## src/include/bus_soc_macros.svh

```systemverilog
`ifndef BUS_SOC_MACROS_SVH
`define BUS_SOC_MACROS_SVH

// on-chip ram, 32-bit words
`define RAM_BASE            64'h0000_0000_8000_0000
`define RAM_WORDS           1024
`define RAM_BYTES           (`RAM_WORDS * 4)

// machine timer registers
`define MTIMECMP_ADDR       64'h0000_0000_0200_4000
`define MTIME_ADDR          64'h0000_0000_0200_BFF8
`define MTIMECMP_RESET      64'h0000_0000_8000_0000

// platform interrupt controller, offsets are from PLIC_BASE
`define PLIC_BASE           64'h0000_0000_0C00_0000
`define PLIC_SIZE           64'h0000_0000_0400_0000
`define PLIC_SOURCES        6
`define PLIC_CONTEXTS       2
`define PLIC_PENDING_OFS    32'h0000_1000
`define PLIC_ENABLE_OFS     32'h0000_2000
`define PLIC_ENABLE_STRIDE  32'h0000_0080
`define PLIC_THRESHOLD_OFS  32'h0020_0000
`define PLIC_CLAIM_OFS      32'h0020_0004
`define PLIC_CTX_STRIDE     32'h0000_1000
`define PLIC_PRIO_BITS      3

`endif

```

## src/logic/bus_soc_pkg.sv

```systemverilog
package bus_soc_pkg;

    // full-width address and data of the master port
    typedef logic [63:0] bus_addr_t;
    typedef logic [63:0] bus_data_t;

    // one storage word of the ram
    typedef logic [31:0] ram_word_t;

    // load/store access type, stores use the first four codes
    typedef enum logic [2:0] {
        LS_B  = 3'b000, // byte, sign-extended on load
        LS_H  = 3'b001,
        LS_W  = 3'b010,
        LS_D  = 3'b011, // double, two ram beats
        LS_BU = 3'b100, // unsigned loads
        LS_HU = 3'b101,
        LS_WU = 3'b110
    } ls_type_e;

endpackage

```

## src/logic/periph_if.sv

```systemverilog
`timescale 1ns/1ps

// request/ack link from the decoder to one target
interface periph_if;
    logic                  req;     // one-cycle request pulse
    logic                  we;
    bus_soc_pkg::bus_addr_t ofs;     // byte offset inside the region
    bus_soc_pkg::bus_data_t wdata;
    bus_soc_pkg::ls_type_e  ls_type;
    bus_soc_pkg::bus_data_t rdata;   // valid in the ack cycle
    logic                  ack;     // one-cycle completion pulse

    modport initiator (
        output req, we, ofs, wdata, ls_type,
        input  rdata, ack
    );

    modport target (
        input  req, we, ofs, wdata, ls_type,
        output rdata, ack
    );

endinterface

```

## src/logic/mtimer.sv

```systemverilog
`timescale 1ns/1ps
`include "bus_soc_macros.svh"

module mtimer (
    input  logic     CLOCK_50,
    input  logic     KEY0,
    periph_if.target port,
    output logic     mtip
);

    // offsets inside the timer region, which starts at mtimecmp
    localparam bus_soc_pkg::bus_addr_t MTIMECMP_OFS = '0;
    localparam bus_soc_pkg::bus_addr_t MTIME_OFS    = `MTIME_ADDR - `MTIMECMP_ADDR;

    bus_soc_pkg::bus_data_t mtime;
    bus_soc_pkg::bus_data_t mtimecmp;

    always_ff @(posedge CLOCK_50 or negedge KEY0) begin
        if (!KEY0) begin
            mtime    <= '0;
            mtimecmp <= `MTIMECMP_RESET;
            port.ack <= 1'b0;
        end else begin
            mtime    <= mtime + 64'd1; // free running
            port.ack <= port.req;
            // mtime itself is read-only here
            if (port.req && port.we && port.ofs == MTIMECMP_OFS) begin
                mtimecmp <= port.wdata;
            end
        end
    end

    always_ff @(posedge CLOCK_50) begin
        if (port.req) begin
            if (port.ofs == MTIME_OFS)         port.rdata <= mtime;
            else if (port.ofs == MTIMECMP_OFS) port.rdata <= mtimecmp;
            else                               port.rdata <= '0;
        end
    end

    assign mtip = (mtime >= mtimecmp);

endmodule

```

## src/flat_wrapper.sv

```systemverilog
// flat-port wrapper written by rule: the top's interface ports become plain ports
module mtimer_flat 
  (CLOCK_50, KEY0, mtip, port_req, port_we, port_ofs, port_wdata, port_ls_type, port_rdata, port_ack);
  periph_if port_i ();
  input  logic CLOCK_50;
  input  logic KEY0;
  output logic mtip;
  input wire logic [$bits(port_i.req)-1:0] port_req;
  input wire logic [$bits(port_i.we)-1:0] port_we;
  input wire logic [$bits(port_i.ofs)-1:0] port_ofs;
  input wire logic [$bits(port_i.wdata)-1:0] port_wdata;
  input wire logic [$bits(port_i.ls_type)-1:0] port_ls_type;
  output wire logic [$bits(port_i.rdata)-1:0] port_rdata;
  output wire logic [$bits(port_i.ack)-1:0] port_ack;
  assign port_i.req = port_req;
  assign port_i.we = port_we;
  assign port_i.ofs = port_ofs;
  assign port_i.wdata = port_wdata;
  assign port_i.ls_type = port_ls_type;
  assign port_rdata = port_i.rdata;
  assign port_ack = port_i.ack;
  mtimer u_core (.CLOCK_50(CLOCK_50), .KEY0(KEY0), .port(port_i), .mtip(mtip));
endmodule
```

## config.mk

```make
export PLATFORM = sky130hd
export DESIGN_NAME = mtimer_flat
export DESIGN_NICKNAME = d
export VERILOG_FILES = /design/src/logic/bus_soc_pkg.sv /design/src/logic/periph_if.sv /design/src/logic/mtimer.sv /design/src/flat_wrapper.sv
export VERILOG_INCLUDE_DIRS = /design/src /design/src/include
export SDC_FILE = /design/constraint.sdc
export NUM_CORES = 1
export LEC_CHECK = 0
export ABC_AREA = 1
export BUFFER_PORTS_ARGS = -buffer_cell sky130_fd_sc_hd__buf_2
export CAP_MARGIN = 20
export CORE_MARGIN = 5
export CORE_UTILIZATION = 60
export DETAILED_ROUTE_END_ITERATION = 8
export PLACE_DENSITY = 0.85
export SLEW_MARGIN = 10
export SYNTH_ARGS = -nofsm -noshare
export SYNTH_HDL_FRONTEND = slang
export SYNTH_SLANG_ARGS = --single-unit
```

## constraint.sdc

```tcl
create_clock -name CLOCK_50 -period 4.6 [get_ports CLOCK_50]
set_input_delay 0.23 -clock CLOCK_50 [delete_from_list [all_inputs] [get_ports CLOCK_50]]
set_output_delay 0.23 -clock CLOCK_50 [all_outputs]
set_load 0.02 [all_outputs]
```

; ---- Yosys cells after proc, flatten, opt, wreduce, memory -nomap -nowiden
; Cells that the tools add are included.
[op_classes]
n_addsub = 1
n_mul = 0
div_mod_pow = 0
order_cmp = 1
n_eq_ne = 1
shifts = 0
mux = 2
bitwise = 0
n_reduce_logical = 3
[ops]
columns = cell, n
row1 = $mux 64, 2
row2 = $add 64x1->64 const B, 1
row3 = $eq 64x15->1 const B, 1
row4 = $ge 64x64->1, 1
row5 = $logic_not 64->1, 1
row6 = $logic_and 1x1->1, 2
[totals]
reg_bits = 193
latchBits = 0
mem_bits_rw = 0
romBits = 0
inputBits = 135
output_inout_bits = 66
word_cells = 12
n_memories = 0

; ---- Depth between registers and ports, before layout
; Gate-level depths: netlist of run 1.
[depth]
word_depth = 3
mapped_depth = 15
mapped_depth_nobuf = 15

; ---- Least setup slack after synthesis of run 1
; OpenSTA, ideal clock, no wires.
[synth_timing]
kind = reg-to-output
from = reg u_core.mtimecmp[31]
to = out mtip
t_arrival_ns = 1.572
required_time_ns = 4.370
setup_slack_ns = 2.798
stages_incl_launch_ff = 10
n_path_buf = 0
cell_sequence = dfstp_2 inv_1 ha_1 nand4_1 nor3_1 and3_1 nand2_1 nand2_1 nand2_1 nand2_1
[synth_via]
elab_chain_cells = 1
[synth_lines]
columns = element, line
row1 = from (decl), mtimer.sv:16  ; bus_soc_pkg::bus_data_t mtimecmp;
row2 = from (signal assigned), mtimer.sv:21  ; mtimecmp <= `MTIMECMP_RESET;
row3 = from (signal assigned), mtimer.sv:28  ; mtimecmp <= port.wdata;
row4 = $ge 64x64->1, mtimer.sv:41  ; assign mtip = (mtime >= mtimecmp);
row5 = to (decl), flat_wrapper.sv:7  ; output logic mtip;
; Every way passes these cells.

; ---- Worst setup path after layout of run 1
[layout_timing]
from = reg u_core.mtimecmp[63]
to = out mtip
; Same word-level chain as after synthesis.

==> reports/results.txt, run 1 <==
Outcome: finished, final reports clean
Cts hold-fix bufs: 2
Worst IR drop on VDD: 0.000244 V
Total internal power: 2.64 mW
Count of different cell masters after synthesis: 34
Pin count of the biggest net entering global routing: 129
Antenna cell count: 0
Boundary Pins: 201
Number of global-route vias before repair: 9,288
Layout net count: 1,738
Area of the die: 20,900 um^2
Worst-path maximum fanout: 3
FMAX: 351 MHz
Cell at the root of the clock tree: sky130_fd_sc_hd__clkbuf_16
CTS sink cnt: 193
CTS tree: yes
Ys async rst share: 66.8%
Area of the multi-input gates: 4670 um^2
Post-synth top flop: sky130_fd_sc_hd__dfrtp_1
Detailed-placement wirelength estimate: 21,700 um
Count of H-tree levels built during CTS: 4
Final number of hold-violating endpoints: 0
Clock-pin transition on the worst setup and hold timing paths: 0.07 ns
Iteration-0 DRC Markers: 596
Setup ws final: 1.75 ns
Setup clock skew after layout: 0.0108 ns
Switching portion of total power: 22.8%
Most common cell after layout, fill and taps aside: sky130_fd_sc_hd__nand2_1
Number of endpoints failing setup at the final stage: 0
Clock power frac: 41.7%
Synth Warn #: 0
Post-CTS Setup Repair Bufs: 0
Port Buf Inserts: 197
Wire length of the first global-routing pass: 45,400 um
Relative max-transition margin: 42.4%
Sequential-to-total area share from yosys stat: 47.5%
Count of cells resized by post-cts repair: 0
Syn_nets: 1,540
Number of flip-flops and latches in the synthesized netlist: 193
Wire per inst: 15.8 um
CTS Buffer Depth: 2
GRT Overall Usage: 27.8%
Ratio of final minimum period to clock period: 61.9%
Number of cells on the worst reg-to-reg path: 7
Share of the synthesized area in the top cell type: 29.5%
Total chip power: 3.42 mW
Overall via count from detail_route: 9,357
Tmin final: 2.85 ns
Worst Hold Path Cells: 3
Critical Path Source Type: flop
Number of enable-type register cells in the synthesized netlist: 64
Class of the most critical hold timing path: primary input to flop
Worst Max-Slew Pin Slew: 0.864 ns
Switching component of the power: 0.779 mW
Via count normalized by instance count: 5.26
PwrDens: 270 nW/um^2
Ratio of cells with drive above 1 in the final layout: 16.6%
Worst Setup SP: u_core.mtimecmp[63]$_DFFE_PN0P_
Power share of the sequential group: 53.0%
Maxcap violations: 0
Final count of pins violating max slew: 0
Initial Utilization: 60.6%
Final ANT Viol Nets: 0
Sum of routed wire length over all layers: 28,100 um
Routability-driven placement congestion ratio: 0.946
Place WS: 2.22 ns
Synth-to-layout area growth: 16.7%
Unrepaired setup endpoints after global routing: no
Core occupancy in the finished layout: 70.7%
Commonest non-fill, non-tap cells in the layout: 322 x sky130_fd_sc_hd__nand2_1, 240 x sky130_fd_sc_hd__inv_1, 196 x sky130_fd_sc_hd__buf_2, 131 x sky130_fd_sc_hd__nor2_1, 128 x sky130_fd_sc_hd__dfrtp_1
Die Ht: 144 um
Setup TNS: 0 ns
Hold wc startpoint: port_wdata[55]
Source-to-sink clock delay at the later pin of the worst-skew pair: 0.44 ns
# fillers: 1,406
Launch point of the worst reg-to-reg path: u_core.mtime[1]$_DFF_PN0_
Synth Cell Area: 10,800 um^2
Detailed-route DRC error count: 0
Sequential Area: 5150 um^2
Data required time of the critical path: 4.37 ns
Syn Inst Count: 1,340
Post-synthesis area per instance: 8.09 um^2
CORE AREA: 17,900 um^2
Number of CTS-inserted buffers: 17
Data arrival time at the worst-slack endpoint: 2.62 ns
Leading area contributor after synthesis: sky130_fd_sc_hd__dfrtp_1
Reg-to-reg setup timing slack: 2.40 ns
Die X: 144 um
Critical path capture point type: primary output
Total number of placement rows: 49
Overflow after GRT: 0
Top area cells in the synthesized netlist: sky130_fd_sc_hd__dfrtp_1 30%, sky130_fd_sc_hd__edfxtp_1 18%, sky130_fd_sc_hd__nand2_1 11%
Category of the critical setup timing path: flop to primary output
Antenna violations before repair: 0
Pre-antenna DRT Iters: 5
Comb pwr share: 5.4%
Leakage: 5.83 nW
==> layer usage <==
layer	GRT usage (%)	wire length (um)	part of all wire, %	vias to the layer above
li1	-	-	-	4644
met1	37.6	12200	43	4376
met5	0	0	0	-
met4	7.71	504	1.8	0
met3	4.43	1640	5.8	38
met2	47.0	13800	49	299
==> cell type report <==
type,instances,area share [%]
clock buffers,21,3.56
clock inverters,11,0.830
repair buffers,206,8.58
multi-input cells,878,36.9
flip-flops and latches,193,40.7
inverters,242,7.19
well taps,229,2.26
==> synth_stat cells (3+ instances only) <==
cell and n:
sky130_fd_sc_hd__a21oi_1 28, sky130_fd_sc_hd__buf_1 4, sky130_fd_sc_hd__buf_2 10, sky130_fd_sc_hd__clkbuf_1 13
sky130_fd_sc_hd__dfrtp_1 128, sky130_fd_sc_hd__edfxtp_1 64, sky130_fd_sc_hd__ha_1 65, sky130_fd_sc_hd__inv_1 240
sky130_fd_sc_hd__nand2_1 322, sky130_fd_sc_hd__nand2_2 3, sky130_fd_sc_hd__nand3_1 47, sky130_fd_sc_hd__nand3b_1 4
sky130_fd_sc_hd__nand4_1 23, sky130_fd_sc_hd__nor2_1 131, sky130_fd_sc_hd__nor2_2 3, sky130_fd_sc_hd__nor2_4 4
sky130_fd_sc_hd__nor3_1 38, sky130_fd_sc_hd__nor3_2 6, sky130_fd_sc_hd__o21ai_0 71, sky130_fd_sc_hd__o21ai_1 67
sky130_fd_sc_hd__xor2_1 53
==> power groups by stage <==
stage	clock network, mW	registers [mW]	logic, mW
after floorplan	0	1.89	0.0196
after global placement	0	1.84	0.181
after detailed placement	0	1.84	0.186
after CTS	1.43	1.81	0.187
after global routing	1.50	1.81	0.204
final	1.42	1.81	0.183
==> state kept, by name (all words and copies together) (netlist names) <==
register / count
u_core.port.ack: 1
u_core.mtime: 64
u_core.mtimecmp: 64
u_core.port.rdata: 64
==> worst paths after layout <==
check                                                  end
max                                                   mtip
max reg2reg                     u_core.mtime[46]$_DFF_PN0_
min in group asynchronous   u_core.mtimecmp[6]$_DFFE_PN0P_
max in group asynchronous        u_core.mtime[6]$_DFF_PN0_
min                        u_core.mtimecmp[55]$_DFFE_PN0P_
min reg2reg                u_core.mtimecmp[31]$_DFFE_PN1P_
==> stage by stage <==
stage | area (um^2) | instances | hold slack, ns
6_report | 12700 | 1780 | 0.0154
5_1_grt | 12700 | 1780 | 0.0127
4_1_cts | 12600 | 1778 | 0.00517
3_5_place_dp | 12000 | 1744 | 0.273
3_3_place_gp | 12000 | 1744 | 0.271
2_1_floorplan | 10800 | 1340 | -0.0656
==> logic make-up after synthesis <==
group,Yosys count,share of synthesized area [%]
xor+xnor,53,4.28
buf+inv,269,9.45
compound gates,170,7.94
flops,193,47.5
fa+ha+maj,65,7.50
simple gates,590,23.3
==> critical path, cell delays in order (launching register included) <==
cell and delay, ns:
sky130_fd_sc_hd__dfrtp_1 0.38, sky130_fd_sc_hd__inv_1 0.06, sky130_fd_sc_hd__ha_1 0.30, sky130_fd_sc_hd__nand2_1 0.08
sky130_fd_sc_hd__nor2_1 0.24, sky130_fd_sc_hd__nand2_1 0.09, sky130_fd_sc_hd__nor3_1 0.47, sky130_fd_sc_hd__nand2_1 0.12
sky130_fd_sc_hd__nor2_1 0.13, sky130_fd_sc_hd__nand2_1 0.07, sky130_fd_sc_hd__nand2_1 0.09, sky130_fd_sc_hd__buf_2 0.17
Note: power is estimated with default switching activity, not from simulation.
==> run 2: changes to the inputs <==
--- a/config.mk
+++ b/config.mk
@@ -10,9 +10,9 @@
 export BUFFER_PORTS_ARGS = -buffer_cell sky130_fd_sc_hd__buf_2
 export CAP_MARGIN = 20
 export CORE_MARGIN = 5
-export CORE_UTILIZATION = 60
+export CORE_UTILIZATION = 57
 export DETAILED_ROUTE_END_ITERATION = 8
-export PLACE_DENSITY = 0.85
+export PLACE_DENSITY = 0.82
 export SLEW_MARGIN = 10
 export SYNTH_ARGS = -nofsm -noshare
 export SYNTH_HDL_FRONTEND = slang
==> constraint.sdc (replaced) <==
create_clock -name CLOCK_50 -period 2.87 [get_ports CLOCK_50]
set_input_delay 0.1435 -clock CLOCK_50 [delete_from_list [all_inputs] [get_ports CLOCK_50]]
set_output_delay 0.1435 -clock CLOCK_50 [all_outputs]
set_load 0.02 [all_outputs]
==> reports/results.txt, run 2 (synthesized netlist as in run 1, its figures left out) <==
Cell count after placement: 1,750
Worst IR drop on VDD: 0.000366 V
CTS sink cnt: 193
Data required time of the critical path: 2.73 ns
Wire length of the first global-routing pass: 47,500 um
Initial Utilization: 58.0%
Final count of pins violating max slew: 0
Source-to-sink clock delay at the later pin of the worst-skew pair: 0.43 ns
Worst-path maximum fanout: 3
Setup TNS: 0 ns
Area of the multi-input gates: 4680 um^2
Count of H-tree levels built during CTS: 4
Area of the die: 21,900 um^2
Wire per inst: 15.9 um
Capture point of the worst reg-to-reg path: u_core.mtime[46]$_DFF_PN0_
Number of non-filler instances in the completed layout: 1,846
CORE AREA: 18,700 um^2
Overflow after GRT: 0
Routability-driven placement congestion ratio: 0.954
Class of the most critical hold timing path: primary input to asynchronous set/reset pin
Cell at the root of the clock tree: sky130_fd_sc_hd__clkbuf_16
Sum of routed wire length over all layers: 29,400 um
Worst Max-Slew Pin Slew: 0.921 ns
Worst Setup SP: u_core.mtimecmp[63]$_DFFE_PN0P_
PwrDens: 429 nW/um^2
Pin count of the biggest net entering global routing: 129
Tmin final: 2.58 ns
Detailed-route DRC error count: 0
Detailed-placement wirelength estimate: 21,700 um
Synth-to-layout area growth: 23.1%
Layout net count: 1,800
Maxcap violations: 0
Die X: 148 um
Leakage: 6.11 nW
# fillers: 1,396
Critical path capture point type: primary output
Antenna violations before repair: 0
Ratio of final minimum period to clock period: 90.1%
Total chip power: 5.73 mW
Final number of hold-violating endpoints: 0
Worst hold margin: 0.291 ns
Most common cell after layout, fill and taps aside: sky130_fd_sc_hd__nand2_1
Outcome: finished, final reports clean
Commonest non-fill, non-tap cells in the layout: 322 x sky130_fd_sc_hd__nand2_1, 240 x sky130_fd_sc_hd__inv_1, 196 x sky130_fd_sc_hd__buf_2, 131 x sky130_fd_sc_hd__nor2_1, 128 x sky130_fd_sc_hd__dfrtp_1
FMAX: 387 MHz
Via count normalized by instance count: 5.27
CTS Buffer Depth: 2
Data arrival time at the worst-slack endpoint: 2.44 ns
Number of global-route vias before repair: 9,719
Die Ht: 148 um
Launch point of the worst reg-to-reg path: u_core.mtime[1]$_DFF_PN0_
Total number of placement rows: 50
Boundary Pins: 201
Relative max-transition margin: 38.6%
Timing endpoint of the critical path: mtip
Pre-antenna DRT Iters: 5
Iteration-0 DRC Markers: 614
Port Buf Inserts: 197
CTS tree: yes
Final ANT Viol Nets: 0
Core occupancy in the finished layout: 71.4%
Unrepaired setup endpoints after global routing: no
Setup clock skew after layout: 0.00970 ns
Ratio of cells with drive above 1 in the final layout: 16.1%
Clock-pin transition on the worst setup and hold timing paths: 0.07 ns
Antenna cell count: 0
Overall via count from detail_route: 9,723
Number of endpoints failing setup at the final stage: 0
Number of CTS-inserted buffers: 17
Largest regs: u_core.mtime: 64 flops, u_core.mtimecmp: 64 flops, u_core.port.rdata: 64 flops
Category of the critical setup timing path: flop to primary output
GRT Overall Usage: 27.1%
Number of cells on the worst reg-to-reg path: 7
Sequential Area: 5150 um^2
Reg-to-reg setup timing slack: 0.67 ns
Critical Path Source Type: flop
==> run 2: cell count changes in the layout (fill, tap and decap cells not counted), moves of 2 or more <==
cell,before,now
sky130_fd_sc_hd__buf_4,6,4
sky130_fd_sc_hd__bufinv_16,1,3
sky130_fd_sc_hd__clkbuf_1,3,0
sky130_fd_sc_hd__clkinv_4,3,0
sky130_fd_sc_hd__clkinvlp_4,1,3
sky130_fd_sc_hd__dlygate4sd3_1,2,65
==> run 2: critical path, stage by stage, from the launching register on <==
cell                      delay [ns]
sky130_fd_sc_hd__dfrtp_1        0.38
sky130_fd_sc_hd__inv_1          0.07
sky130_fd_sc_hd__ha_1           0.30
sky130_fd_sc_hd__nand2_1        0.08
sky130_fd_sc_hd__nor2_1         0.23
sky130_fd_sc_hd__nand2_1        0.11
sky130_fd_sc_hd__nor3_2         0.32
sky130_fd_sc_hd__nand3_1        0.13
sky130_fd_sc_hd__nand2_1        0.10
sky130_fd_sc_hd__nor2_1         0.05
sky130_fd_sc_hd__nand2_1        0.07
sky130_fd_sc_hd__buf_2          0.16
==> run 2: how the worst min path moves through the flow <==
stage | start | to | slack [ns] | depth (start not counted)
after CTS | KEY0 | u_core.mtimecmp[35]$_DFFE_PN0P_ | 0.32 | 2
after detailed placement | KEY0 | u_core.mtimecmp[35]$_DFFE_PN0P_ | 0.22 | 1
final | KEY0 | u_core.mtimecmp[37]$_DFFE_PN0P_ | 0.29 | 2
after floorplan | KEY0 | u_core.mtime[0]$_DFF_PN0_ | -0.15 | 0
after global routing | KEY0 | u_core.mtimecmp[37]$_DFFE_PN0P_ | 0.35 | 2
after global placement | KEY0 | u_core.mtimecmp[37]$_DFFE_PN0P_ | 0.22 | 1
==> run 2: report_power, final <==
| part | switching [mW] | internal [mW] |
|---|---|---|
| combinational | 0.198 | 0.170 |
| clock | 1.05 | 1.42 |
| sequential | 0.0125 | 2.89 |
==> run 2: layout make-up <==
| class | count | area share, % |
|---|---|---|
| clock buffer | 19 | 3.39 |
| multi-input combinational | 878 | 35.0 |
| clock inverter | 12 | 1.15 |
| tap | 234 | 2.19 |
| inverter | 242 | 6.82 |
| timing repair buffer | 268 | 12.8 |
| sequential | 193 | 38.6 |
==> run 2: repair_timing <==
item | 4_1_cts | 5_1_grt
hold endpoints to repair | 112 | 0
endpoints found under the setup margin | 0 | 1
buffers inserted | 0 | 0
hold buffers | 65 | 0
gates resized for setup | 0 | 1
==> run 2: metrics by stage <==
step	setup slack [ns]	cell area (um^2)
2_1_floorplan	1.15	10800
3_3_place_gp	0.741	12100
3_5_place_dp	0.629	12100
4_1_cts	0.139	13300
5_1_grt	0.185	13400
6_report	0.285	13400
==> run 2: layer usage <==
layer  part of all wire, %  global-route usage [%]
met2                    49                    46.2
met1                    43                    35.6
met5                     0                       0
met3                   5.7                    4.57
met4                   2.6                    8.96
