## src/include/bus_soc_macros.svh

```systemverilog
`ifndef BUS_SOC_MACROS_SVH
`define BUS_SOC_MACROS_SVH

// on-chip ram, 32-bit words
`define RAM_BASE            64'h0000_0000_8000_0000
`define RAM_WORDS           1024
`define RAM_BYTES           (`RAM_WORDS * 4)

// machine timer registers
`define MTIMECMP_ADDR       64'h0000_0000_0200_4000
`define MTIME_ADDR          64'h0000_0000_0200_BFF8
`define MTIMECMP_RESET      64'h0000_0000_8000_0000

// platform interrupt controller, offsets are from PLIC_BASE
`define PLIC_BASE           64'h0000_0000_0C00_0000
`define PLIC_SIZE           64'h0000_0000_0400_0000
`define PLIC_SOURCES        6
`define PLIC_CONTEXTS       2
`define PLIC_PENDING_OFS    32'h0000_1000
`define PLIC_ENABLE_OFS     32'h0000_2000
`define PLIC_ENABLE_STRIDE  32'h0000_0080
`define PLIC_THRESHOLD_OFS  32'h0020_0000
`define PLIC_CLAIM_OFS      32'h0020_0004
`define PLIC_CTX_STRIDE     32'h0000_1000
`define PLIC_PRIO_BITS      3

`endif

```

## src/logic/bus_soc_pkg.sv

```systemverilog
package bus_soc_pkg;

    // full-width address and data of the master port
    typedef logic [63:0] bus_addr_t;
    typedef logic [63:0] bus_data_t;

    // one storage word of the ram
    typedef logic [31:0] ram_word_t;

    // load/store access type, stores use the first four codes
    typedef enum logic [2:0] {
        LS_B  = 3'b000, // byte, sign-extended on load
        LS_H  = 3'b001,
        LS_W  = 3'b010,
        LS_D  = 3'b011, // double, two ram beats
        LS_BU = 3'b100, // unsigned loads
        LS_HU = 3'b101,
        LS_WU = 3'b110
    } ls_type_e;

endpackage

```

## src/logic/periph_if.sv

```systemverilog
`timescale 1ns/1ps

// request/ack link from the decoder to one target
interface periph_if;
    logic                  req;     // one-cycle request pulse
    logic                  we;
    bus_soc_pkg::bus_addr_t ofs;     // byte offset inside the region
    bus_soc_pkg::bus_data_t wdata;
    bus_soc_pkg::ls_type_e  ls_type;
    bus_soc_pkg::bus_data_t rdata;   // valid in the ack cycle
    logic                  ack;     // one-cycle completion pulse

    modport initiator (
        output req, we, ofs, wdata, ls_type,
        input  rdata, ack
    );

    modport target (
        input  req, we, ofs, wdata, ls_type,
        output rdata, ack
    );

endinterface

```

## src/logic/bus_decoder.sv

```systemverilog
`timescale 1ns/1ps
`include "bus_soc_macros.svh"

module bus_decoder (
    input  logic                   CLOCK_50,
    input  logic                   KEY0,
    input  bus_soc_pkg::bus_addr_t bus_address,
    input  bus_soc_pkg::bus_data_t bus_write_data,
    input  bus_soc_pkg::ls_type_e  bus_ls_type,
    input  logic                   bus_read_enable,
    input  logic                   bus_write_enable,
    output bus_soc_pkg::bus_data_t bus_read_data,
    output logic                   bus_read_done,
    output logic                   bus_write_done,
    periph_if.initiator            ram,
    periph_if.initiator            timer,
    periph_if.initiator            plic
);

    logic hit_ram, hit_timer, hit_plic;
    bus_soc_pkg::bus_addr_t ofs_next;

    logic sel_ram, sel_timer, sel_plic;
    logic is_write;
    logic issue;      // request latched, req goes out next edge
    logic req_q;
    logic none_ack;   // local completion for unmapped addresses
    logic ack_any;

    bus_soc_pkg::bus_addr_t ofs_q;
    bus_soc_pkg::bus_data_t wdata_q;
    bus_soc_pkg::ls_type_e  ls_q;

    // address map, decoded once on the enable edge
    assign hit_ram   = (bus_address >= `RAM_BASE) && (bus_address < `RAM_BASE + `RAM_BYTES);
    assign hit_timer = (bus_address == `MTIMECMP_ADDR) || (bus_address == `MTIME_ADDR);
    assign hit_plic  = (bus_address >= `PLIC_BASE) && (bus_address < `PLIC_BASE + `PLIC_SIZE);

    always_comb begin
        if (hit_ram)        ofs_next = bus_address - `RAM_BASE;
        else if (hit_timer) ofs_next = bus_address - `MTIMECMP_ADDR;
        else if (hit_plic)  ofs_next = bus_address - `PLIC_BASE;
        else                ofs_next = '0;
    end

    assign ack_any = ram.ack | timer.ack | plic.ack | none_ack;

    always_ff @(posedge CLOCK_50 or negedge KEY0) begin
        if (!KEY0) begin
            bus_read_done  <= 1'b1;
            bus_write_done <= 1'b1;
            sel_ram   <= 1'b0;
            sel_timer <= 1'b0;
            sel_plic  <= 1'b0;
            is_write  <= 1'b0;
            issue     <= 1'b0;
            req_q     <= 1'b0;
            none_ack  <= 1'b0;
        end else begin
            issue    <= bus_read_enable | bus_write_enable;
            req_q    <= issue;
            none_ack <= req_q & ~(sel_ram | sel_timer | sel_plic); // mimics a one-edge target
            if (bus_read_enable)  bus_read_done  <= 1'b0;
            if (bus_write_enable) bus_write_done <= 1'b0;
            if (bus_read_enable || bus_write_enable) begin
                sel_ram   <= hit_ram;
                sel_timer <= hit_timer;
                sel_plic  <= hit_plic;
                is_write  <= bus_write_enable;
            end
            if (ack_any) begin
                bus_read_done  <= 1'b1;
                bus_write_done <= 1'b1;
            end
        end
    end

    // request payload, held until the next enable
    always_ff @(posedge CLOCK_50) begin
        if (bus_read_enable || bus_write_enable) begin
            ofs_q   <= ofs_next;
            wdata_q <= bus_write_data;
            ls_q    <= bus_ls_type;
        end
        if (ack_any && !is_write) begin
            if (sel_ram)        bus_read_data <= ram.rdata;
            else if (sel_timer) bus_read_data <= timer.rdata;
            else if (sel_plic)  bus_read_data <= plic.rdata;
            else                bus_read_data <= '0; // unmapped reads zero
        end
    end

    assign ram.req     = req_q & sel_ram;
    assign ram.we      = is_write;
    assign ram.ofs     = ofs_q;
    assign ram.wdata   = wdata_q;
    assign ram.ls_type = ls_q;

    assign timer.req     = req_q & sel_timer;
    assign timer.we      = is_write;
    assign timer.ofs     = ofs_q;
    assign timer.wdata   = wdata_q;
    assign timer.ls_type = ls_q;

    assign plic.req     = req_q & sel_plic;
    assign plic.we      = is_write;
    assign plic.ofs     = ofs_q;
    assign plic.wdata   = wdata_q;
    assign plic.ls_type = ls_q;

endmodule

```

## src/flat_wrapper.sv

```systemverilog
// flat-port wrapper written by rule: the top's interface ports become plain ports
module bus_decoder_flat 
  (CLOCK_50, KEY0, bus_address, bus_write_data, bus_ls_type, bus_read_enable, bus_write_enable, bus_read_data, bus_read_done, bus_write_done, ram_req, ram_we, ram_ofs, ram_wdata, ram_ls_type, ram_rdata, ram_ack, timer_req, timer_we, timer_ofs, timer_wdata, timer_ls_type, timer_rdata, timer_ack, plic_req, plic_we, plic_ofs, plic_wdata, plic_ls_type, plic_rdata, plic_ack);
  periph_if ram_i ();
  periph_if timer_i ();
  periph_if plic_i ();
  input  logic CLOCK_50;
  input  logic KEY0;
  input  bus_soc_pkg::bus_addr_t bus_address;
  input  bus_soc_pkg::bus_data_t bus_write_data;
  input  bus_soc_pkg::ls_type_e bus_ls_type;
  input  logic bus_read_enable;
  input  logic bus_write_enable;
  output bus_soc_pkg::bus_data_t bus_read_data;
  output logic bus_read_done;
  output logic bus_write_done;
  output wire logic [$bits(ram_i.req)-1:0] ram_req;
  output wire logic [$bits(ram_i.we)-1:0] ram_we;
  output wire logic [$bits(ram_i.ofs)-1:0] ram_ofs;
  output wire logic [$bits(ram_i.wdata)-1:0] ram_wdata;
  output wire logic [$bits(ram_i.ls_type)-1:0] ram_ls_type;
  input wire logic [$bits(ram_i.rdata)-1:0] ram_rdata;
  input wire logic [$bits(ram_i.ack)-1:0] ram_ack;
  output wire logic [$bits(timer_i.req)-1:0] timer_req;
  output wire logic [$bits(timer_i.we)-1:0] timer_we;
  output wire logic [$bits(timer_i.ofs)-1:0] timer_ofs;
  output wire logic [$bits(timer_i.wdata)-1:0] timer_wdata;
  output wire logic [$bits(timer_i.ls_type)-1:0] timer_ls_type;
  input wire logic [$bits(timer_i.rdata)-1:0] timer_rdata;
  input wire logic [$bits(timer_i.ack)-1:0] timer_ack;
  output wire logic [$bits(plic_i.req)-1:0] plic_req;
  output wire logic [$bits(plic_i.we)-1:0] plic_we;
  output wire logic [$bits(plic_i.ofs)-1:0] plic_ofs;
  output wire logic [$bits(plic_i.wdata)-1:0] plic_wdata;
  output wire logic [$bits(plic_i.ls_type)-1:0] plic_ls_type;
  input wire logic [$bits(plic_i.rdata)-1:0] plic_rdata;
  input wire logic [$bits(plic_i.ack)-1:0] plic_ack;
  assign ram_req = ram_i.req;
  assign ram_we = ram_i.we;
  assign ram_ofs = ram_i.ofs;
  assign ram_wdata = ram_i.wdata;
  assign ram_ls_type = ram_i.ls_type;
  assign ram_i.rdata = ram_rdata;
  assign ram_i.ack = ram_ack;
  assign timer_req = timer_i.req;
  assign timer_we = timer_i.we;
  assign timer_ofs = timer_i.ofs;
  assign timer_wdata = timer_i.wdata;
  assign timer_ls_type = timer_i.ls_type;
  assign timer_i.rdata = timer_rdata;
  assign timer_i.ack = timer_ack;
  assign plic_req = plic_i.req;
  assign plic_we = plic_i.we;
  assign plic_ofs = plic_i.ofs;
  assign plic_wdata = plic_i.wdata;
  assign plic_ls_type = plic_i.ls_type;
  assign plic_i.rdata = plic_rdata;
  assign plic_i.ack = plic_ack;
  bus_decoder u_core (.CLOCK_50(CLOCK_50), .KEY0(KEY0), .bus_address(bus_address), .bus_write_data(bus_write_data), .bus_ls_type(bus_ls_type), .bus_read_enable(bus_read_enable), .bus_write_enable(bus_write_enable), .bus_read_data(bus_read_data), .bus_read_done(bus_read_done), .bus_write_done(bus_write_done), .ram(ram_i), .timer(timer_i), .plic(plic_i));
endmodule
```

## config.mk

```make
export PLATFORM = sky130hd
export DESIGN_NAME = bus_decoder_flat
export DESIGN_NICKNAME = d
export VERILOG_FILES = /design/src/logic/bus_soc_pkg.sv /design/src/logic/periph_if.sv /design/src/logic/bus_decoder.sv /design/src/flat_wrapper.sv
export VERILOG_INCLUDE_DIRS = /design/src /design/src/include
export SDC_FILE = /design/constraint.sdc
export NUM_CORES = 1
export LEC_CHECK = 0
export ABC_CLOCK_PERIOD_IN_PS = 5920
export BUFFER_PORTS_ARGS = -buffer_cell sky130_fd_sc_hd__buf_4
export CAP_MARGIN = 20
export CORE_AREA = 4 4 308 310
export CTS_CLUSTER_DIAMETER = 60
export DETAILED_ROUTE_END_ITERATION = 10
export DIE_AREA = 0 0 312 314
export GPL_ROUTABILITY_DRIVEN = 0
export GPL_TIMING_DRIVEN = 0
export MAX_ROUTING_LAYER = met4
export SYNTH_ARGS = -nofsm -noshare
export SYNTH_HDL_FRONTEND = slang
export SYNTH_SLANG_ARGS = --single-unit
```

## constraint.sdc

```tcl
create_clock -name CLOCK_50 -period 5.92 [get_ports CLOCK_50]
set_input_delay 1.184 -clock CLOCK_50 [delete_from_list [all_inputs] [get_ports CLOCK_50]]
set_output_delay 1.184 -clock CLOCK_50 [all_outputs]
set_load 0.03 [all_outputs]
```

==> Yosys cells after proc, flatten, opt, wreduce, memory -nomap -nowiden <==
Index checks and enable logic that the tools add are counted.
{ "word_totals": {"reg_bits": 204, "in_bits": 330, "output_inout_bits": 465, "wordCells": 51} }
{ "op_classes": {"add_sub_neg": 3, "n_lt_le_gt_ge": 4, "eq_ne": 2, "muxes": 10, "bitwise_logic": 11, "reduce_logical": 8} }
{ "op_table": {"columns": ["op", "count"], "rows": [
  ["two-way mux 64 bit", 6],
  ["equality test 64 x 26 -> 1 bit, second input constant", 2],
  ["greater-or-equal comparator 64 x 28 -> 1 bit, second input constant", 1],
  ["greater-or-equal comparator 64 x 32 -> 1 bit, second input constant", 1],
  ["less-than comparator 64 x 29 -> 1 bit, second input constant", 1],
  ["less-than comparator 64 x 32 -> 1 bit, second input constant", 1],
  ["subtractor 64 x 26 -> 64 bit, second input constant", 1],
  ["subtractor 64 x 28 -> 64 bit, second input constant", 1],
  ["subtractor 64 x 32 -> 64 bit, second input constant", 1],
  ["OR 1 bit", 6],
  ["AND 1 bit", 4],
  ["two-way mux 1 bit", 4],
  ["nonzero test 2 bit", 2],
  ["logical AND 1 bit", 3],
  ["logical OR 1 bit", 2],
  ["logical NOT 1 bit", 1],
  ["inverter 1 bit", 1]
]} }

==> Logic depth before layout (Yosys ltp) <==
Gate-level depths: netlist of run 1.
{ "logic_depth": {"ltp_word": 5, "depth_mapped": 9, "depth_no_buf": 8} }

==> Worst setup path before layout of run 1 <==
No wires, ideal clock.
{ "synth_timing": {"kind": "input-to-reg", "start": "input port bus_write_enable", "end": "register u_core.sel_plic", "setup_ns": 0.134, "arrival_time_ns": 4.319, "t_required_ns": 5.786, "path_slack_ns": 1.467, "cell_stages": 3, "n_path_buf": 0, "path_cell_list": "nor2_1 -> inv_1 -> mux2_2"} }
{ "synth_between": {"elab_chain_cells": 1} }
{ "synth_lines": {"columns": ["item", "line", "text"], "rows": [
  ["from (decl)", "flat_wrapper.sv:13", "input logic bus_write_enable;"],
  ["logical OR 1 bit", "bus_decoder.sv:65", "if (bus_read_enable || bus_write_enable) begin"],
  ["to (signal assigned)", "bus_decoder.sv:68", "sel_plic <= hit_plic;"],
  ["to (decl)", "bus_decoder.sv:23", "logic sel_ram, sel_timer, sel_plic;"]
]} }
Every way passes these cells.
A chain may end at the register's enable or synchronous reset.

==> Worst setup path after layout of run 1 <==
{ "layout_timing": {"start": "input port bus_address[26]", "end": "register u_core.ofs_q[26] (netlist: u_core.plic.ofs[26]), data pin"} }
{ "layout_between": {"elab_chain_cells": 5, "word_cells_on_any_way": 15, "cone_classes": "add/sub: 3; order compare: 4; eq/ne: 2; mux: 3; reduce/logical: 3"} }
{ "layout_lines": {"columns": ["item", "line", "text"], "rows": [
  ["from (decl)", "flat_wrapper.sv:9", "input bus_soc_pkg::bus_addr_t bus_address;"],
  ["greater-or-equal comparator 64 x 28 -> 1 bit (no source line) / less-than comparator 64 x 29 -> 1 bit (equally long branches)", null, null],
  ["logical AND 1 bit", "bus_decoder.sv:37", "assign hit_plic = (bus_address >= `PLIC_BASE) && (bus_address < `PLIC_BASE + `PLIC_SIZE);"],
  ["two-way mux 64 bit", "bus_decoder.sv:42", "else if (hit_plic) ofs_next = bus_address - `PLIC_BASE;"],
  ["two-way mux 64 bit", "bus_decoder.sv:41", "else if (hit_timer) ofs_next = bus_address - `MTIMECMP_ADDR;"],
  ["two-way mux 64 bit *", "bus_decoder.sv:40", "if (hit_ram) ofs_next = bus_address - `RAM_BASE;"],
  ["via u_core.ofs_next[26]", "bus_decoder.sv:21", "bus_soc_pkg::bus_addr_t ofs_next;"],
  ["to (signal assigned)", "bus_decoder.sv:81", "ofs_q <= ofs_next;"],
  ["to (decl)", "bus_decoder.sv:30", "bus_soc_pkg::bus_addr_t ofs_q;"]
]} }
Mark *: on every way through the listed nets, which the timed path passes. The rest lies on a longest branch.

==> summary.md, run 1 <==
| Metric | Value |
|---|---|
| H-tree levels | `1` |
| Hold violation count in the final report | `0` |
| Placed standard-cell area | `17900 um2` |
| Cell with the most instances after synthesis | `sky130_fd_sc_hd__buf_4` |
| Vias in the first global route | `9996` |
| Detail-routed via count per cell | `3.49` |
| Min-delay src | `u_core.issue` |
| Filler-free cell count of the finished design | `2912` |
| Post-synth net total | `1198` |
| Wire length of the first global-routing pass | `82400 um` |
| Number of DRC violations after detailed routing | `0` |
| WL final | `64200 um` |
| Count of mapped cells out of synthesis | `861` |
| Max stage delay cell, worst path | `sky130_fd_sc_hd__nor4_1` |
| Number of DRC violations after detailed-routing iteration 0 | `699` |
| Worst setup path class | `input pin to flop` |
| Pre-antenna DRT Iters | `5` |
| Critical path buffer and inverter count | `3` |
| Max-cap violations | `0` |
| Root Buffer | `sky130_fd_sc_hd__clkbuf_16` |
| Largest buffer count on any clock path | `3` |
| CTS tree | `done` |
| Net total in the final layout | `2029` |
| Antenna violations before repair | `16` |
| Row cnt | `111` |
| Worst relative slew slack | `32.2%` |
| Top delay family on crit path | `simple AND/OR/NAND/NOR gates` |
| Maximum vdd drop | `0.000215 V` |
| Final Setup Violations | `0` |
| Total CTS buffers | `31` |
| Crit-path most repeated cell | `sky130_fd_sc_hd__buf_4` |
| Clock slew seen by the registers of the worst setup and hold paths | `0.06 ns` |
| FFs w/ async S/R, synth | `4.41%` |
| Post-synthesis cell area | `10300 um2` |
| Post-synthesis average cell area | `12.0 um2` |
| Die height | `314 um` |
| Die width | `312 um` |
| Cts hold-fix bufs | `0` |
| Routed Antenna Nets | `0` |
| Most used standard cells in the synthesized netlist | `sky130_fd_sc_hd__buf_4 (265), sky130_fd_sc_hd__edfxtp_1 (195), sky130_fd_sc_hd__nand2_1 (72), sky130_fd_sc_hd__o21ai_0 (72), sky130_fd_sc_hd__a22oi_1 (63)` |
| Number of cells after detailed placement | `2845` |
| Setup Buffers After CTS | `0` |
| Detail Placement HPWL | `54500 um` |
| Fraction of final layout cells with drive strength greater than 1 | `65.4%` |
| Count of synthesis-stage warnings from yosys | `0` |
| Maximum clock frequency | `0.254 GHz` |
| Origin of the worst setup path | `bus_address[26]` |
| Status | `finished clean` |
| Critical register-to-register path startpoint | `u_core.sel_timer` |
| Pwr Density | `252 nW/um2` |
| Class of the worst hold path | `flop to flop` |
| Critical path peak fanout | `10` |
| Final cell area excluding filler cells | `18800 um2` |
| Most instantiated flip-flop cell in the synthesis netlist | `sky130_fd_sc_hd__edfxtp_1` |
| Core box area | `91700 um2` |
| Endpoint type of the worst setup path | `flop` |
| Post-synth cell types | `44` |
| Worst Skew | `0.00764 ns` |
| Number of buffer cells added on primary ports | `794` |
| Cell type with the largest total area after synthesis | `sky130_fd_sc_hd__edfxtp_1` |
| Die ar. | `98000 um2` |
| Startpoint kind of the worst setup timing path | `input pin` |
| Final Cycle Share | `66.6%` |
| Post-synthesis sequential area ratio | `58.8%` |
| Leftover overflow at the end of global routing | `0` |
| Initial core utilization | `11.3%` |
| Total number of clock tree sinks | `204` |
| Share of the synthesized area in the top cell type | `56.6%` |
| Count of boundary I/O pins | `795` |
| Unrepaired setup endpoints after global routing | `no` |
| Routed length per placed instance | `22.1 um` |
| WP data required | `6.32 ns` |
| WP data arrival | `4.34 ns` |
| Cell Chain, Critical Path | `buf_4 > inv_1 > ha_1 > nand4bb_1 > nor4_1 > o2111ai_1 > or4_4 > buf_4 > nor2_4 > a311o_1` |
| Largest incremental delay on the critical path | `0.71 ns` |
| Number of flops mapped to enable cells by yosys | `195` |
| Largest cells by area after synthesis | `sky130_fd_sc_hd__edfxtp_1 (57%), sky130_fd_sc_hd__buf_4 (19%), sky130_fd_sc_hd__a22oi_1 (4.6%)` |
| Maximum number of pins on one net before global-route repair | `73` |
| Worst Max-Slew Pin Slew | `1.02 ns` |
| Clock insertion delay at the later pin of the skew report | `0.61 ns` |
| Via count | `10156` |
| Final critical-path required period | `3.94 ns` |
| Number of instances resized during post-cts repair | `0` |
| #FFs+latches synth | `204` |
| Area added between synthesis and finish | `82.0%` |
| Number of pins exceeding their max-slew limit in the final report | `0` |
| Leakage power | `8.80 nW` |
| GRT Util Overall | `12.4%` |
## worst paths after layout
| check | slack [ns] | to | cells past startpoint |
|---|---|---|---|
| max | 1.98 | u_core.plic.ofs[26] | 10 |
| min | 0.36 | u_core.req_q | 0 |
| max reg2reg | 3.17 | u_core.bus_read_data[17] | 6 |
| min reg2reg | 0.36 | u_core.req_q | 0 |
| max in group asynchronous | 5.32 | u_core.bus_write_done | 1 |
| min in group asynchronous | 0.38 | u_core.sel_timer | 1 |
## cell families (layout without fill, tap and decap cells)
| logic type | after synthesis | after routing | share of synthesized area [%] |
|---|---|---|---|
| simple gates | 157 | 157 | 7.56 |
| compound gates | 177 | 177 | 11.5 |
| buf+inv | 314 | 1168 | 21.1 |
| mux | 2 | 2 | 0.206 |
| other cells | 0 | 11 | 0 |
| flops | 204 | 204 | 58.8 |
| fa+ha+maj | 7 | 7 | 0.846 |
## metrics by stage
step	util [%]	setup slack (ns)	power, mW	hold slack (ns)	TNS [ns]
detailed placement	19.5	1.39	3.07	0.346	0
finish	20.6	1.98	4.75	0.359	0
global placement	19.4	-0.492	3.07	0.342	-45.86
floorplan	-	1.47	2.42	0.331	0
global route	20.5	1.92	4.93	0.350	0
CTS	20.5	1.99	4.85	0.324	0
## flip-flops by register name (all words and copies together), names as in the netlist, 3 cells and up
register and flops:
u_core.plic.ofs 64, u_core.plic.wdata 64, u_core.plic.ls_type 3, u_core.bus_read_data 64
## cell type report
class / instances / area, um2
Antenna cell: 11 / 27.5
Buffer: 304 / 2140
Clock buffer: 35 / 791
Clock inverter: 21 / 141
Fill cell: 10064 / 72800
Inverter: 10 / 42.5
Multi-Input combinational cell: 343 / 2090
Sequential cell: 204 / 6080
Tap cell: 1186 / 1480
Timing Repair Buffer: 798 / 6040
## where the power goes
part / internal [mW] / switching [mW]
clock network: 0.964 / 0.763
logic: 0.553 / 0.693
registers: 1.68 / 0.103
total: 3.19 / 1.56
## placed cells by master (no fill, tap or decap), types with 2 or more instances in the layout
cell                        count
sky130_fd_sc_hd__a21o_1        11
sky130_fd_sc_hd__a21oi_1        4
sky130_fd_sc_hd__a22oi_1       63
sky130_fd_sc_hd__and2_1        17
sky130_fd_sc_hd__and3_1         2
sky130_fd_sc_hd__buf_1          3
sky130_fd_sc_hd__buf_12         2
sky130_fd_sc_hd__buf_4       1060
sky130_fd_sc_hd__clkbuf_1      38
sky130_fd_sc_hd__clkbuf_16     31
sky130_fd_sc_hd__clkinv_1       9
sky130_fd_sc_hd__clkinv_2       2
sky130_fd_sc_hd__clkinv_4       3
sky130_fd_sc_hd__dfrtp_1        7
sky130_fd_sc_hd__dfstp_2        2
sky130_fd_sc_hd__diode_2       11
sky130_fd_sc_hd__edfxtp_1     195
sky130_fd_sc_hd__ha_1           7
sky130_fd_sc_hd__inv_1          9
sky130_fd_sc_hd__inv_6          6
sky130_fd_sc_hd__nand2_1       72
sky130_fd_sc_hd__nand3_1        3
sky130_fd_sc_hd__nand4_1        6
sky130_fd_sc_hd__nand4b_1       3
sky130_fd_sc_hd__nor2_1        23
sky130_fd_sc_hd__nor2_4         2
sky130_fd_sc_hd__nor3_1         5
sky130_fd_sc_hd__nor4_1        12
sky130_fd_sc_hd__nor4b_1        2
sky130_fd_sc_hd__o211a_1       16
sky130_fd_sc_hd__o21a_1         3
sky130_fd_sc_hd__o21ai_0       72
sky130_fd_sc_hd__o22ai_1        2
sky130_fd_sc_hd__or4_4          3
## layer usage
metal	share of wire, %	global-route usage, %	vias to the layer above
met2	46	19.9	655
met4	3.5	3.80	0
met1	40	14.7	4862
li1	-	-	4534
met3	11	4.40	105
met5	0	-	-
No activity file was read; power rests on OpenSTA's default activity.
==> run 2: changes to the inputs <==
--- a/config.mk
+++ b/config.mk
@@ -6,7 +6,7 @@
 export SDC_FILE = /design/constraint.sdc
 export NUM_CORES = 1
 export LEC_CHECK = 0
-export ABC_CLOCK_PERIOD_IN_PS = 5920
+export ABC_CLOCK_PERIOD_IN_PS = 3600
 export BUFFER_PORTS_ARGS = -buffer_cell sky130_fd_sc_hd__buf_4
 export CAP_MARGIN = 20
 export CORE_AREA = 4 4 308 310
==> constraint.sdc (replaced) <==
create_clock -name CLOCK_50 -period 3.6 [get_ports CLOCK_50]
set_input_delay 0.72 -clock CLOCK_50 [delete_from_list [all_inputs] [get_ports CLOCK_50]]
set_output_delay 0.72 -clock CLOCK_50 [all_outputs]
set_load 0.03 [all_outputs]
==> summary.md, run 2 (synthesized netlist as in run 1, its figures left out) <==
| Metric | Value |
|---|---|
| TNS Setup | `0 ns` |
| Endpoint type of the worst setup path | `flop` |
| Maximum vdd drop | `0.000349 V` |
| Clock slew seen by the registers of the worst setup and hold paths | `0.07 ns` |
| Worst setup path class | `input pin to flop` |
| Post-Place Worst Slack | `-0.728 ns` |
| Total number of clock tree sinks | `204` |
| Worst flop-to-flop path endpoint | `u_core.bus_read_data[55]` |
| Number of DRC violations after detailed-routing iteration 0 | `665` |
| Most common cell after layout, fill and taps aside | `sky130_fd_sc_hd__buf_4` |
| Utilization of the core after routing | `20.7%` |
| Via count | `10059` |
| Filler cell count in the final layout | `10093` |
| Critical path peak fanout | `9` |
| Total CTS buffers | `29` |
| Leading cell types in the layout, fill and taps excluded | `sky130_fd_sc_hd__buf_4 (1059), sky130_fd_sc_hd__edfxtp_1 (195), sky130_fd_sc_hd__o21ai_0 (72), sky130_fd_sc_hd__nand2_1 (72), sky130_fd_sc_hd__a22oi_1 (63)` |
| Status | `finished clean` |
| Number of DRC violations after detailed routing | `0` |
| Net total in the final layout | `2029` |
| Worst hold slack across all endpoints | `0.290 ns` |
| Die width | `312 um` |
| Number of cells traversed by the worst register-to-register path | `5` |
| WL final | `63000 um` |
| Class of the worst hold path | `input pin to flop` |
| Unrepaired setup endpoints after global routing | `no` |
| Die height | `314 um` |
| Detail-routed via count per cell | `3.46` |
| H-tree levels | `1` |
| Cell depth of the worst hold path | `1` |
| Worst Skew | `0.0175 ns` |
| Detail Placement HPWL | `54300 um` |
| Number of pins exceeding their max-slew limit in the final report | `0` |
| Vias in the first global route | `10025` |
| WP data arrival | `3.74 ns` |
| Final Setup Violations | `0` |
| Worst Max-Slew Pin Slew | `1.06 ns` |
| Antenna violations before repair | `11` |
| Number of cells after detailed placement | `2846` |
| Row cnt | `111` |
| Routed Antenna Nets | `0` |
| Hold violation count in the final report | `0` |
| Setup Buffers After CTS | `0` |
| Worst relative slew slack | `29.3%` |
| Critical register-to-register path startpoint | `u_core.sel_timer` |
| WP data required | `3.91 ns` |
| Leftover overflow at the end of global routing | `0` |
| Die ar. | `98000 um2` |
| Wire length of the first global-routing pass | `81500 um` |
| Min-delay src | `bus_write_data[39]` |
| Maximum number of pins on one net before global-route repair | `44` |
| Reg-to-reg slack, setup | `0.57 ns` |
| CTS tree | `done` |
| Maximum clock frequency | `0.291 GHz` |
| Startpoint kind of the worst setup timing path | `input pin` |
| Initial core utilization | `11.3%` |
| Crit path setup slack, layout | `0.167 ns` |
| Worst min-delay path endpoint | `u_core.plic.wdata[39]` |
| Core box area | `91700 um2` |
| Final critical-path required period | `3.43 ns` |
| Clock insertion delay at the later pin of the skew report | `0.60 ns` |
| Leakage power | `8.86 nW` |
| Final Cycle Share | `95.4%` |
| Pre-antenna DRT Iters | `5` |
| Pwr Density | `421 nW/um2` |
| Routed length per placed instance | `21.7 um` |
| Fraction of final layout cells with drive strength greater than 1 | `66.0%` |
| Number of buffer cells added on primary ports | `794` |
| Max-cap violations | `0` |
| Area added between synthesis and finish | `83.0%` |
| Origin of the worst setup path | `bus_address[23]` |
| Largest buffer count on any clock path | `3` |
| Root Buffer | `sky130_fd_sc_hd__clkbuf_16` |
| GRT Util Overall | `12.2%` |
| Filler-free cell count of the finished design | `2906` |
| Count of boundary I/O pins | `795` |
==> run 2: area by class of cell <==
type                            count  area, um2  area share (%)
Antenna cell                        5       12.5          0.0661
Buffer                            304       2140            11.3
Clock inverter                     25        272            1.43
Inverter                           10       41.3           0.218
Sequential cell                   204       6080            32.1
Multi-Input combinational cell    343       2110            11.1
Tap cell                         1186       1480            7.83
Clock buffer                       29        726            3.83
Timing Repair Buffer              800       6070            32.1
==> run 2: worst max-delay path, stage by stage <==
cell and delay, ns:
sky130_fd_sc_hd__buf_4 0.11, sky130_fd_sc_hd__nor4_1 0.76, sky130_fd_sc_hd__nand4b_1 0.44, sky130_fd_sc_hd__nor3_2 0.64, sky130_fd_sc_hd__nand2_1 0.48, sky130_fd_sc_hd__a311o_1 0.58
==> run 2: layer usage <==
layer / up-vias / part of all wire (%) / global-route usage, %
li1: 4519 / - / -
met1: 4850 / 38 / 13.5
met2: 612 / 49 / 21.0
met3: 78 / 9.8 / 4.44
met4: 0 / 2.9 / 3.17
met5: - / 0 / -
==> run 2: report_power, final <==
part | total [mW] | internal (mW) | switching (mW) | leakage [nW]
Sequential | 2.92 | 2.76 | 0.168 | 2.12
Clock | 2.99 | 1.72 | 1.26 | 0.489
Combinational | 2.05 | 0.914 | 1.14 | 6.24
Total | 7.96 | 5.39 | 2.57 | 8.86
==> run 2: how the worst max path moves through the flow <==
stage | endpoint | slack [ns]
3_5_place_dp | u_core.plic.ofs[55] | -0.73
2_1_floorplan | u_core.sel_plic | 0.05
5_1_grt | timer_req | 0.04
3_3_place_gp | u_core.plic.wdata[2] | -1.42
4_1_cts | timer_req | 0.07
6_report | u_core.plic.ofs[26] | 0.17
==> run 2: through the flow <==
step           instance area, um2  power, mW
5_1_grt                     18900       8.25
3_3_place_gp                17800       5.03
3_5_place_dp                17900       5.05
6_report                    18900       7.96
2_1_floorplan               10400       3.98
4_1_cts                     18900       8.09
==> run 2: timing repair <==
item / 4_1_cts / 5_1_grt
setup endpoints to repair: 9 / 2
cloned: 0 / 0
endpoints found under the hold margin: 7 / 0
hold buffers: 1 / 0
gates resized for setup: 1 / 1
==> run 3: changes to the inputs <==
--- a/config.mk
+++ b/config.mk
@@ -9,10 +9,10 @@
 export ABC_CLOCK_PERIOD_IN_PS = 3600
 export BUFFER_PORTS_ARGS = -buffer_cell sky130_fd_sc_hd__buf_4
 export CAP_MARGIN = 20
-export CORE_AREA = 4 4 308 310
+export CORE_AREA = 2 2 306 308
 export CTS_CLUSTER_DIAMETER = 60
 export DETAILED_ROUTE_END_ITERATION = 10
-export DIE_AREA = 0 0 312 314
+export DIE_AREA = 0 0 308 310
 export GPL_ROUTABILITY_DRIVEN = 0
 export GPL_TIMING_DRIVEN = 0
 export MAX_ROUTING_LAYER = met4
==> summary.md, run 3 (synthesized netlist as in run 1, its figures left out) <==
| Metric | Value |
|---|---|
| Status | `finished clean` |
| Pre-antenna DRT Iters | `5` |
| Number of cells after detailed placement | `2857` |
| Total number of clock tree sinks | `204` |
| Setup Buffers After CTS | `0` |
| Hold violation count in the final report | `0` |
| Filler cell count in the final layout | `10154` |
| Largest incremental delay on the critical path | `0.51 ns` |
| Number of cells traversed by the worst register-to-register path | `6` |
| Max stage delay cell, worst path | `sky130_fd_sc_hd__buf_1` |
| Routed Antenna Nets | `0` |
| Number of DRC violations after detailed-routing iteration 0 | `592` |
| Antenna violations before repair | `12` |
| Post-Place Worst Slack | `-0.587 ns` |
| Critical path buffer and inverter count | `4` |
| Number of DRC violations after detailed routing | `0` |
| Final cell area excluding filler cells | `19200 um2` |
| GRT Util Overall | `12.2%` |
| Cell depth of the worst hold path | `1` |
| Filler-free cell count of the finished design | `2935` |
| Cell Chain, Critical Path | `clkbuf_1 > clkbuf_1 > buf_1 > and2_1 > buf_4` |
| Worst Max-Slew Pin Slew | `1.03 ns` |
| Worst hold slack across all endpoints | `0.324 ns` |
| Detail Placement HPWL | `51400 um` |
| Initial core utilization | `11.2%` |
| Startpoint kind of the worst setup timing path | `flop` |
| Area added between synthesis and finish | `85.9%` |
| Placed standard-cell area | `17900 um2` |
| TNS Setup | `0 ns` |
| Worst relative slew slack | `31.2%` |
| Maximum vdd drop | `0.000245 V` |
| Critical path peak fanout | `10` |
| Worst Skew | `0.0190 ns` |
| Net total in the final layout | `2037` |
| Worst flop-to-flop path endpoint | `u_core.bus_read_data[7]` |
| Met2 layer wire length in the routed design | `28500 um` |
| Crit-path most repeated cell | `sky130_fd_sc_hd__clkbuf_1` |
| Count of boundary I/O pins | `795` |
| Min-delay src | `bus_write_data[13]` |
| Die height | `310 um` |
| Clock slew seen by the registers of the worst setup and hold paths | `0.06 ns` |
| Row cnt | `112` |
| Core box area | `92500 um2` |
| Final Setup Violations | `0` |
| Most common cell after layout, fill and taps aside | `sky130_fd_sc_hd__buf_4` |
| Pwr Density | `452 nW/um2` |
| Power after layout | `8.69 mW` |
| Number of buffer cells added on primary ports | `794` |
| Endpoint type of the worst setup path | `output port` |
| Leading cell types in the layout, fill and taps excluded | `sky130_fd_sc_hd__buf_4 (1059), sky130_fd_sc_hd__edfxtp_1 (195), sky130_fd_sc_hd__o21ai_0 (72), sky130_fd_sc_hd__nand2_1 (72), sky130_fd_sc_hd__a22oi_1 (63)` |
| Vias in the first global route | `9581` |
| Routed length on met1 | `25100 um` |
| Max-cap violations | `0` |
| Crit path setup slack, layout | `0.171 ns` |
| Wire length of the first global-routing pass | `77200 um` |
| Final critical-path required period | `3.43 ns` |
| Unrepaired setup endpoints after global routing | `no` |
| Clock insertion delay at the later pin of the skew report | `0.57 ns` |
| H-tree levels | `2` |
| WP data required | `2.88 ns` |
| Detail-routed via count per cell | `3.38` |
| Die width | `308 um` |
| Maximum number of pins on one net before global-route repair | `40` |
| Via count | `9933` |
| WL final | `60800 um` |
| Leakage power | `8.99 nW` |
| Utilization of the core after routing | `20.8%` |
| Worst min-delay path endpoint | `u_core.plic.wdata[13]` |
| Critical register-to-register path startpoint | `u_core.sel_timer` |
| Routed wire length on met3 | `5170 um` |
| Fraction of final layout cells with drive strength greater than 1 | `65.7%` |
| Routed length per placed instance | `20.7 um` |
| Leftover overflow at the end of global routing | `0` |
| Top layer in use | `met4` |
| Final Cycle Share | `95.2%` |
| Largest buffer count on any clock path | `3` |
| Top delay family on crit path | `buffers and inverters` |
| Reg-to-reg slack, setup | `0.71 ns` |
| WP data arrival | `2.71 ns` |
| Number of pins exceeding their max-slew limit in the final report | `0` |
| Worst setup path class | `flop to output port` |
| Total CTS buffers | `37` |
| Root Buffer | `sky130_fd_sc_hd__clkbuf_16` |
| CTS tree | `done` |
| Die ar. | `95500 um2` |
| Maximum clock frequency | `0.292 GHz` |
| Class of the worst hold path | `input pin to flop` |
run 3: power breakdown:
part / internal [mW] / total, mW / switching, mW
sequential: 2.76 / 2.94 / 0.178
combinational: 0.912 / 2.03 / 1.12
clock: 2.37 / 3.73 / 1.35
run 3: how the worst max path moves through the flow:
stage          slack (ns)  cells past startpoint                    end              from
2_1_floorplan        0.05                      3        u_core.sel_plic  bus_write_enable
3_3_place_gp        -1.41                      3  u_core.plic.wdata[50]  bus_write_enable
3_5_place_dp        -0.59                      8    u_core.plic.ofs[59]   bus_address[61]
4_1_cts              0.04                      8    u_core.plic.ofs[59]   bus_address[61]
5_1_grt            0.0004                      5              timer_req  u_core.sel_timer
6_report             0.17                      5              timer_req  u_core.sel_timer
run 3: layer usage:
| metal | track usage [%] | vias to the layer above |
|---|---|---|
| met5 | - | - |
| met4 | 4.47 | 0 |
| met3 | 3.55 | 80 |
| met2 | 19.4 | 580 |
| met1 | 14.7 | 4728 |
| li1 | - | 4545 |
run 3: layout make-up:
type	count	area (um2)	share of cell area [%]
multi-input cells	343	2100	10.9
repair buffers	800	6070	31.6
well taps	1197	1500	7.78
inverters	10	41.3	0.215
clock buffers	41	962	5.00
clock inverters	25	312	1.62
diodes	11	27.5	0.143
plain buffers	304	2140	11.1
flip-flops and latches	204	6080	31.6
run 3: repair_timing:
| action | 4_1_cts | 5_1_grt |
|---|---|---|
| gates resized for setup | 0 | 1 |
| hold buffers | 1 | 0 |
| setup endpoints to repair | 0 | 9 |
| endpoints found under the hold margin | 7 | 0 |
